===== config.mk =====
export PLATFORM = sky130hd
export DESIGN_NAME = virtual_icmu
export DESIGN_NICKNAME = d
export VERILOG_FILES = /design/src/rtl/vicmu_pkg.sv /design/src/rtl/virtual_icmu.sv /design/src/rtl/guest_switch_seq.sv /design/src/rtl/guest_int_bank.sv
export SDC_FILE = /design/constraint.sdc
export NUM_CORES = 1
export LEC_CHECK = 0
export BUFFER_PORTS_ARGS = -buffer_cell sky130_fd_sc_hd__buf_2
export CORE_MARGIN = 8
export CORE_UTILIZATION = 30
export DETAILED_ROUTE_END_ITERATION = 7
export PLACE_DENSITY = 0.54
export SLEW_MARGIN = 40
export SYNTH_ARGS = -nofsm -noshare
export SYNTH_HDL_FRONTEND = slang
export SYNTH_SLANG_ARGS = --single-unit

===== constraint.sdc =====
create_clock -name clk -period 2.6 [get_ports clk]
set_clock_uncertainty 0.2 [all_clocks]
set_input_delay 0 -clock clk [delete_from_list [all_inputs] [get_ports clk]]
set_output_delay 0 -clock clk [all_outputs]
set_load 0.02 [all_outputs]

===== src/rtl/vicmu_pkg.sv =====
// Shared sizes, sequencer states and configuration word layout for the virtual interrupt controller.
package vicmu_pkg;

    // ##################################################
    // Sizes
    // ##################################################
    localparam int num_guests     = 2;
    localparam int ints_per_guest = 8;
    localparam int int_id_w       = 3;
    localparam int guest_w        = 1;

    // ##################################################
    // Guest-switch sequencer states
    // ##################################################
    localparam logic [2:0] seq_idle    = 3'b000;
    localparam logic [2:0] seq_save    = 3'b001;
    localparam logic [2:0] seq_pending = 3'b010;
    localparam logic [2:0] seq_restore = 3'b011;
    localparam logic [2:0] seq_done    = 3'b100;

    // ##################################################
    // Configuration port
    // ##################################################
    localparam logic cfg_op_mask = 1'b0;
    localparam logic cfg_op_eoi  = 1'b1;

    // Same data byte, read as a full mask or as an EOI line number.
    typedef union packed {
        logic [ints_per_guest-1:0] mask;
        struct packed {
            logic [ints_per_guest-int_id_w-1:0] rsvd;
            logic [int_id_w-1:0]                id;
        } eoi;
    } cfg_word_u;

endpackage

===== src/rtl/virtual_icmu.sv =====
// Top level of the virtual interrupt controller: one bank per guest plus the switch sequencer.
`timescale 1ns/1ps

module virtual_icmu
    import vicmu_pkg::*;
(
    input  logic                                 clk,
    input  logic                                 rst_n,
    input  logic [num_guests*ints_per_guest-1:0] phys_int,
    input  logic                                 guest_switch_req,
    input  logic [guest_w-1:0]                   active_guest,
    input  logic                                 cfg_we,
    input  logic                                 cfg_op,
    input  logic [guest_w-1:0]                   cfg_guest,
    input  cfg_word_u                            cfg_wdata,
    output logic [num_guests*int_id_w-1:0]       guest_int_id,
    output logic [num_guests-1:0]                int_pending_guest,
    output logic [guest_w-1:0]                   current_guest,
    output logic                                 guest_switch_done
);

    // ##################################################
    // Interrupt banks
    // ##################################################
    // Every bank sees the shared write port and picks out its own writes.
    for (genvar g = 0; g < num_guests; g++) begin : g_bank
        guest_int_bank #(
            .bank_id (g)
        ) u_bank (
            .clk         (clk),
            .rst_n       (rst_n),
            .lines       (phys_int[g*ints_per_guest +: ints_per_guest]),
            .cfg_we      (cfg_we),
            .cfg_op      (cfg_op),
            .cfg_guest   (cfg_guest),
            .cfg_wdata   (cfg_wdata),
            .int_id      (guest_int_id[g*int_id_w +: int_id_w]),
            .int_pending (int_pending_guest[g])
        );
    end

    // ##################################################
    // Guest switch
    // ##################################################
    guest_switch_seq u_seq (
        .clk               (clk),
        .rst_n             (rst_n),
        .guest_switch_req  (guest_switch_req),
        .active_guest      (active_guest),
        .current_guest     (current_guest),
        .guest_switch_done (guest_switch_done)
    );

endmodule


===== src/rtl/guest_switch_seq.sv =====
// Guest-switch FSM that steps save, pending and restore phases and commits the new guest.
`timescale 1ns/1ps

module guest_switch_seq
    import vicmu_pkg::*;
(
    input  logic               clk,
    input  logic               rst_n,
    input  logic               guest_switch_req,
    input  logic [guest_w-1:0] active_guest,
    output logic [guest_w-1:0] current_guest,
    output logic               guest_switch_done
);

    logic [2:0]         state;
    logic [2:0]         state_next;
    logic [guest_w-1:0] target_guest;
    logic               accept;

    // Requests only count in idle.
    assign accept = (state == seq_idle) && guest_switch_req;

    // ##################################################
    // Next state
    // ##################################################
    always_comb begin
        case (state)
            seq_idle:    state_next = guest_switch_req ? seq_save : seq_idle;
            seq_save:    state_next = seq_pending;
            seq_pending: state_next = seq_restore;
            seq_restore: state_next = seq_done;
            seq_done:    state_next = seq_idle;
            default:     state_next = seq_idle;
        endcase
    end

    always_ff @(posedge clk or negedge rst_n) begin
        if (!rst_n) begin
            state <= seq_idle;
        end else begin
            state <= state_next;
        end
    end

    // Target guest, captured with the request.
    always_ff @(posedge clk) begin
        if (accept) begin
            target_guest <= active_guest;
        end
    end

    // ##################################################
    // Commit and done pulse
    // ##################################################
    always_ff @(posedge clk or negedge rst_n) begin
        if (!rst_n) begin
            current_guest     <= '0;
            guest_switch_done <= 1'b0;
        end else begin
            guest_switch_done <= (state == seq_done);
            if (state == seq_done) begin
                current_guest <= target_guest;
            end
        end
    end

endmodule


===== src/rtl/guest_int_bank.sv =====
// Per-guest pending and mask registers with a registered highest-line interrupt id.
`timescale 1ns/1ps

module guest_int_bank
    import vicmu_pkg::*;
#(
    parameter int bank_id = 0
) (
    input  logic                      clk,
    input  logic                      rst_n,
    input  logic [ints_per_guest-1:0] lines,
    input  logic                      cfg_we,
    input  logic                      cfg_op,
    input  logic [guest_w-1:0]        cfg_guest,
    input  cfg_word_u                 cfg_wdata,
    output logic [int_id_w-1:0]       int_id,
    output logic                      int_pending
);

    logic [ints_per_guest-1:0] pending;
    logic [ints_per_guest-1:0] mask;
    logic [ints_per_guest-1:0] unmasked;
    logic [ints_per_guest-1:0] eoi_clear;
    logic                      cfg_hit;
    logic                      mask_wr;
    logic                      eoi_wr;

    // Highest set bit wins.
    function automatic logic [int_id_w-1:0] highest_line(
        input logic [ints_per_guest-1:0] vec
    );
        logic [int_id_w-1:0] id;
        id = '0;
        for (int i = 0; i < ints_per_guest; i++) begin
            if (vec[i]) begin
                id = int_id_w'(i);
            end
        end
        return id;
    endfunction

    // ##################################################
    // Configuration decode
    // ##################################################
    assign cfg_hit = cfg_we && (cfg_guest == guest_w'(bank_id));
    assign mask_wr = cfg_hit && (cfg_op == cfg_op_mask);
    assign eoi_wr  = cfg_hit && (cfg_op == cfg_op_eoi);

    always_comb begin
        eoi_clear = '0;
        if (eoi_wr) begin
            eoi_clear[cfg_wdata.eoi.id] = 1'b1;
        end
    end

    assign unmasked = pending & ~mask;

    // ##################################################
    // State registers
    // ##################################################
    // A line asserted on the same edge as its EOI stays pending.
    always_ff @(posedge clk or negedge rst_n) begin
        if (!rst_n) begin
            pending <= '0;
        end else begin
            pending <= (pending & ~eoi_clear) | lines;
        end
    end

    always_ff @(posedge clk or negedge rst_n) begin
        if (!rst_n) begin
            mask <= '1;
        end else if (mask_wr) begin
            mask <= cfg_wdata.mask;
        end
    end

    // Outputs lag the pending and mask state by one edge.
    always_ff @(posedge clk or negedge rst_n) begin
        if (!rst_n) begin
            int_pending <= 1'b0;
            int_id      <= '0;
        end else begin
            int_pending <= |unmasked;
            // Id keeps its last value while nothing is unmasked.
            if (|unmasked) begin
                int_id <= highest_line(unmasked);
            end
        end
    end

endmodule


After elaboration in Yosys (flattened, before gate mapping)
Index checks and enable logic that the tools add are counted.
{"block": "totals", "reg_bits": 46, "output_inout_bits": 10, "in_bits": 31}
{"block": "classes", "magnitude_cmp": 2, "n_mux": 20, "n_eq_ne": 4, "reduce_logical": 11, "n_bitwise": 12}
{"op": "$mux W3", "n": 12}
{"op": "$and A8 B8 Y8", "n": 4}
{"op": "$not A8 Y8", "n": 4}
{"op": "$mux W8", "n": 2}
{"op": "$or A8 B8 Y8", "n": 2}
{"op": "$reduce_or A8 Y1", "n": 2}
{"op": "$pmux W3 S4", "n": 1}
{"op": "$logic_and A1 B1 Y1", "n": 8}
{"op": "$eq A3 B2 Y1 const B", "n": 2}
{"op": "$lt A3 B4 Y1 const B", "n": 1}
{"op": "$mux W1", "n": 4}
{"op": "$demux W1 S3", "n": 1}
{"op": "$eq A3 B1 Y1 const B", "n": 1}
{"op": "$eq A3 B3 Y1 const B", "n": 1}
{"op": "$ge A3 B1 Y1 const B", "n": 1}
{"op": "$logic_not A3 Y1", "n": 1}
{"op": "$not A1 Y1", "n": 2}

Longest topological paths before layout
{"block": "depth", "depth_word": 9, "mapped_depth": 4, "ltp_nobuf": 4}

Cells and area by module
Synthesis repeated with hierarchy kept, for this count alone.
{"block": "hier_totals", "cells_unflattened": 162, "hier_area_um2": 2127.0}
{"module": "guest_int_bank at g_bank[0].u_bank", "cells_per_inst": 73, "seq_area_each_um2": 510.5, "instances": 1, "area_per_inst_um2": 974.7}
{"module": "guest_int_bank at g_bank[1].u_bank", "cells_per_inst": 74, "seq_area_each_um2": 510.5, "instances": 1, "area_per_inst_um2": 935.9}
{"module": "guest_switch_seq", "cells_per_inst": 15, "seq_area_each_um2": 155.1, "instances": 1, "area_per_inst_um2": 216.5}

Worst setup path after synthesis
OpenSTA, ideal clock, no wires.
{"block": "synth_timing", "kind": "reg2reg", "startpoint": "register g_bank[0].u_bank.mask[1]", "endpoint": "register g_bank[0].u_bank.int_id[0]", "setup_ns": 0.139, "path_buffers": 0, "path_stages_with_launch": 5, "t_arrival_ns": 1.288, "required_ns": 2.261, "slack_ns": 0.974, "synth_period_minus_slack_ns": 1.626, "path_cell_list": "dfstp_2 and2b_2 nand2_1 a211oi_1 or4_1"}
{"block": "synth_between", "elab_chain_cells": 9}
{"element": "start, declared", "line": "guest_int_bank.sv:21", "text": "logic [ints_per_guest-1:0] mask;"}
{"element": "start signal, assigned", "line": "guest_int_bank.sv:74", "text": "mask <= cfg_wdata.mask;"}
{"element": "$not A8 Y8 *", "line": "guest_int_bank.sv:56", "text": "assign unmasked = pending & ~mask;"}
{"element": "$and A8 B8 Y8 *", "line": "guest_int_bank.sv:56"}
{"element": "$mux W1", "line": "guest_int_bank.sv:35", "text": "if (vec[i]) begin"}
{"element": "$mux W3 (6 in series)", "line": "guest_int_bank.sv:35"}
{"element": "end signal, assigned", "line": "guest_int_bank.sv:87", "text": "int_id <= highest_line(unmasked);"}
{"element": "end, declared", "line": "guest_int_bank.sv:16", "text": "output logic [int_id_w-1:0] int_id,"}
Mark *: on every way between the ends. The rest lies on a longest branch, timed or not.
A chain may end at the register's enable or synchronous reset.

Worst setup path after layout
{"block": "layout_timing", "startpoint": "input port cfg_wdata[1] (netlist bit)", "endpoint": "register g_bank[0].u_bank.pending[5]"}
{"block": "layout_between", "elab_chain_cells": 8}
{"element": "start, declared", "line": "virtual_icmu.sv:15", "text": "input cfg_word_u cfg_wdata,"}
{"element": "$lt A3 B4 Y1 (implied by the code) / $ge A3 B1 Y1 (equally long branches)", "line": "guest_int_bank.sv:52", "text": "eoi_clear[cfg_wdata.eoi.id] = 1'b1;"}
{"element": "$logic_and A1 B1 Y1 (implied by the code)", "line": "guest_int_bank.sv:52"}
{"element": "$mux W1 (implied by the code)", "line": "guest_int_bank.sv:52"}
{"element": "$demux W1 S3 *"}
{"element": "$mux W8 *", "line": "guest_int_bank.sv:51", "text": "if (eoi_wr) begin"}
{"element": "$not A8 Y8 *", "line": "guest_int_bank.sv:66", "text": "pending <= (pending & ~eoi_clear) | lines;"}
{"element": "$and A8 B8 Y8 *", "line": "guest_int_bank.sv:66"}
{"element": "$or A8 B8 Y8 *", "line": "guest_int_bank.sv:66"}
{"element": "end signal, assigned", "line": "guest_int_bank.sv:66"}
{"element": "end, declared", "line": "guest_int_bank.sv:20", "text": "logic [ints_per_guest-1:0] pending;"}
Marks and branches as above.

==> out/metrics.yaml <==
outcome:
  status: "completed"
global_routing:
  met2_usage_pct: 16.4
  use_met1_pct: 13.4
  grt_pass1_vias: 1598
  grtUsageMet3_pct: 2.92
  grt_pass1_wl_um: 7970
  overflow: 0
  grt_use_total_pct: 10.3
  grt_busiest_layer: "met2"
  antenna_found_initial: 0
  grt_max_degree: 46
yosys:
  yosysMostFrequentCell: "dfrtp_1"
  synth-seq-cells: 46
  synth_fp_nets: 195
  yosys-top-cells-area: "dfrtp_1 (36%), dfstp_2 (21%), mux2_2 (9.4%)"
  synth_commonest_cells: "dfrtp_1 (29), nand2b_1 (24), mux2_2 (17), dfstp_2 (16), nand2_1 (15)"
  yosysWarnings: 0
  synth-async-reset-ratio_pct: 97.8
  avgSynthCellArea_um2: 12.4
  synth_cell_types: 36
  synth_edf_count: 1
  synth_sequential_area_ratio_pct: 57.9
  syn_inst: 164
  yosysTopAreaCell: "dfrtp_1"
  yosysTopAreaCellShare_pct: 35.7
  yosys_most_used_dff: "dfrtp_1"
  syn_area_mm2: 0.00203
detailed_routing:
  first_pass_iters: 4
  drtAntennaViolNets: 0
  route.vias.total: 1459
  vias_per_cell: 4.52
  wl_um: 4660
  drc: 0
  drt_iter0_drc: 57
  routedWlPerCell_um: 14.4
min_path:
  hp-start: "cfg_op"
  hp-class: "input port to register"
timing:
  worst_pin_slew_ps: 675
  finalSetupTns_ps: 0
  relSlewSlack_pct: 54.8
  finalHoldViolations: 0
  whs_ps: 30.0
  timing.final.crit_share_pct: 79.3
  fmaxAchievable_ghz: 0.485
  rsz0062_at_grt: "false"
  setup_viol_count_final: 0
  slew_violations: 0
  period_minus_slack_ps: 2060
clock_network:
  clock_latency_ps: 290
  cts_made_buffers: 5
  cts_tree: "done"
  cts_num_sinks: 46
  clk_pin_slew_ps: 80
  cts_max_level: 2
  root_buffer: "clkbuf_8"
  cts_buffer_depth: 2
layout:
  post_route_cells_drive_above_1_share_pct: 36.6
  final_cells: 323
  area_growth_pct: 35.5
  nFillCells: 648
  nets: 273
  antennaDiodeCount: 0
floorplanning:
  row_count: 30
  start_util_pct: 30.4
  design.core.area_mm2: 0.00668
  die_area_mm2: 0.00966
  die_y_um: 98.3
  io_pins: 41
  fp.dieW_um: 98.3
placed_design:
  port_buffers: 40
  globalplace.congestion: 0.780
  post-dp-hpwl_um: 3400
  dp.cells: 280
worst_setup_path:
  crit_path_start_kind: "input port"
  worst_r2r_startpoint: "g_bank[0].u_bank.mask[5]$_DFFE_PN1P_"
  cp-startpoint: "cfg_wdata[1]"
  critPathRequiredTime_ps: 2580
  cp_max_fo: 6
  cp-end-kind: "register"
  cp.arrival_ps: 2040
  worstSetupPathType: "input port to register"
power:
  power_mw: 1.76
  p_per_area_mw_per_mm2: 640
  p_leak_nw: 1.08
  irDropWorstVdd_v: 0.000514
job:
  maxCapViolCount: 0
==> final timing paths <==
check | endpoint | slack (ps) | cells after the start
setup / recovery | g_bank[0].u_bank.pending[5]$_DFF_PN0_ | 540 | 6
hold / removal | g_bank[0].u_bank.mask[3]$_DFFE_PN1P_ | 30 | 3
setup reg to reg | g_bank[0].u_bank.int_id[0]$_DFFE_PN0P_ | 930 | 4
hold reg to reg | u_seq.current_guest$_DFFE_PN0P_ | 280 | 1
max in group asynchronous | g_bank[1].u_bank.mask[0]$_DFFE_PN1P_ | 1760 | 2
min in group asynchronous | g_bank[0].u_bank.int_pending$_DFF_PN0_ | 50 | 2
==> worst max-delay path, stage by stage <==
cell	delay, ps
dlygate4sd3_1	520
buf_2	160
nor3_1	450
nand3_1	170
a21o_1	200
dlygate4sd3_1	540
==> kinds of logic (layout without fill, tap and decap cells) <==
| kind of cell | count (synthesis) | count (layout) | synth area share, % |
|---|---|---|---|
| compound gates | 24 | 24 | 7.94 |
| xor+xnor | 1 | 1 | 0.431 |
| buf+inv | 6 | 85 | 1.48 |
| flops | 46 | 46 | 57.9 |
| mux | 17 | 17 | 9.42 |
| simple gates | 70 | 70 | 22.8 |
==> state kept, by name, summed over array words and instances (netlist names) <==
register,cells
u_seq.state,3
g_bank.u_bank.int_pending,2
u_seq.guest_switch_done,1
g_bank.u_bank.int_id,6
g_bank.u_bank.mask,16
g_bank.u_bank.pending,16
u_seq.current_guest,1
u_seq.target_guest,1
==> layout make-up <==
type / instances / area (um2) / area share [%]
Clock inverter: 1 / 5.00 / 0.182
Timing Repair Buffer: 75 / 553 / 20.1
Tap cell: 80 / 100 / 3.63
Multi-Input combinational cell: 112 / 826 / 30.0
Inverter: 2 / 7.51 / 0.273
Sequential cell: 46 / 1180 / 42.7
Clock buffer: 7 / 86.3 / 3.13
==> cells in the final DEF, fill, tap and decap left out, types with 2 or more instances in the layout <==
| master | count |
|---|---|
| mux2_2 | 17 |
| and2b_2 | 3 |
| nor2_1 | 6 |
| a311o_1 | 2 |
| o21ai_0 | 10 |
| dfrtp_1 | 29 |
| nor3_1 | 2 |
| nor2b_1 | 3 |
| a21o_1 | 4 |
| nand2_1 | 15 |
| nand4b_1 | 2 |
| nand2b_1 | 24 |
| nand2b_4 | 2 |
| o311ai_0 | 2 |
| dfstp_2 | 16 |
| inv_1 | 2 |
| clkbuf_8 | 6 |
| and2b_1 | 2 |
| buf_2 | 39 |
| o31ai_1 | 3 |
| dlygate4sd3_1 | 35 |
==> where the power goes <==
part	internal, mW	switching [mW]
sequential	0.856	0.0689
clock	0.215	0.226
combinational	0.209	0.187
total	1.28	0.483
==> per-layer routing <==
metal | vias to the layer above | routed length, um
li1 | 736 | -
met1 | 690 | 2250
met2 | 29 | 2220
met3 | 4 | 146
met4 | 0 | 42
met5 | - | 0
==> timing repair <==
item,in CTS,in global routing
setup buffers,0,0
hold endpoints to repair,80,0
hold buffers,35,0
gates resized for setup,0,0
==> through the flow <==
step | util (%) | instance area, um2 | worst slack [ps]
floorplan | - | 2030 | 974
CTS | 41.2 | 2750 | 530
detailed placement | 34.6 | 2310 | 944
global route | 41.2 | 2750 | 470
global placement | 34.6 | 2310 | 945
finish | 41.2 | 2750 | 538
No activity file was read; power rests on OpenSTA's default activity.
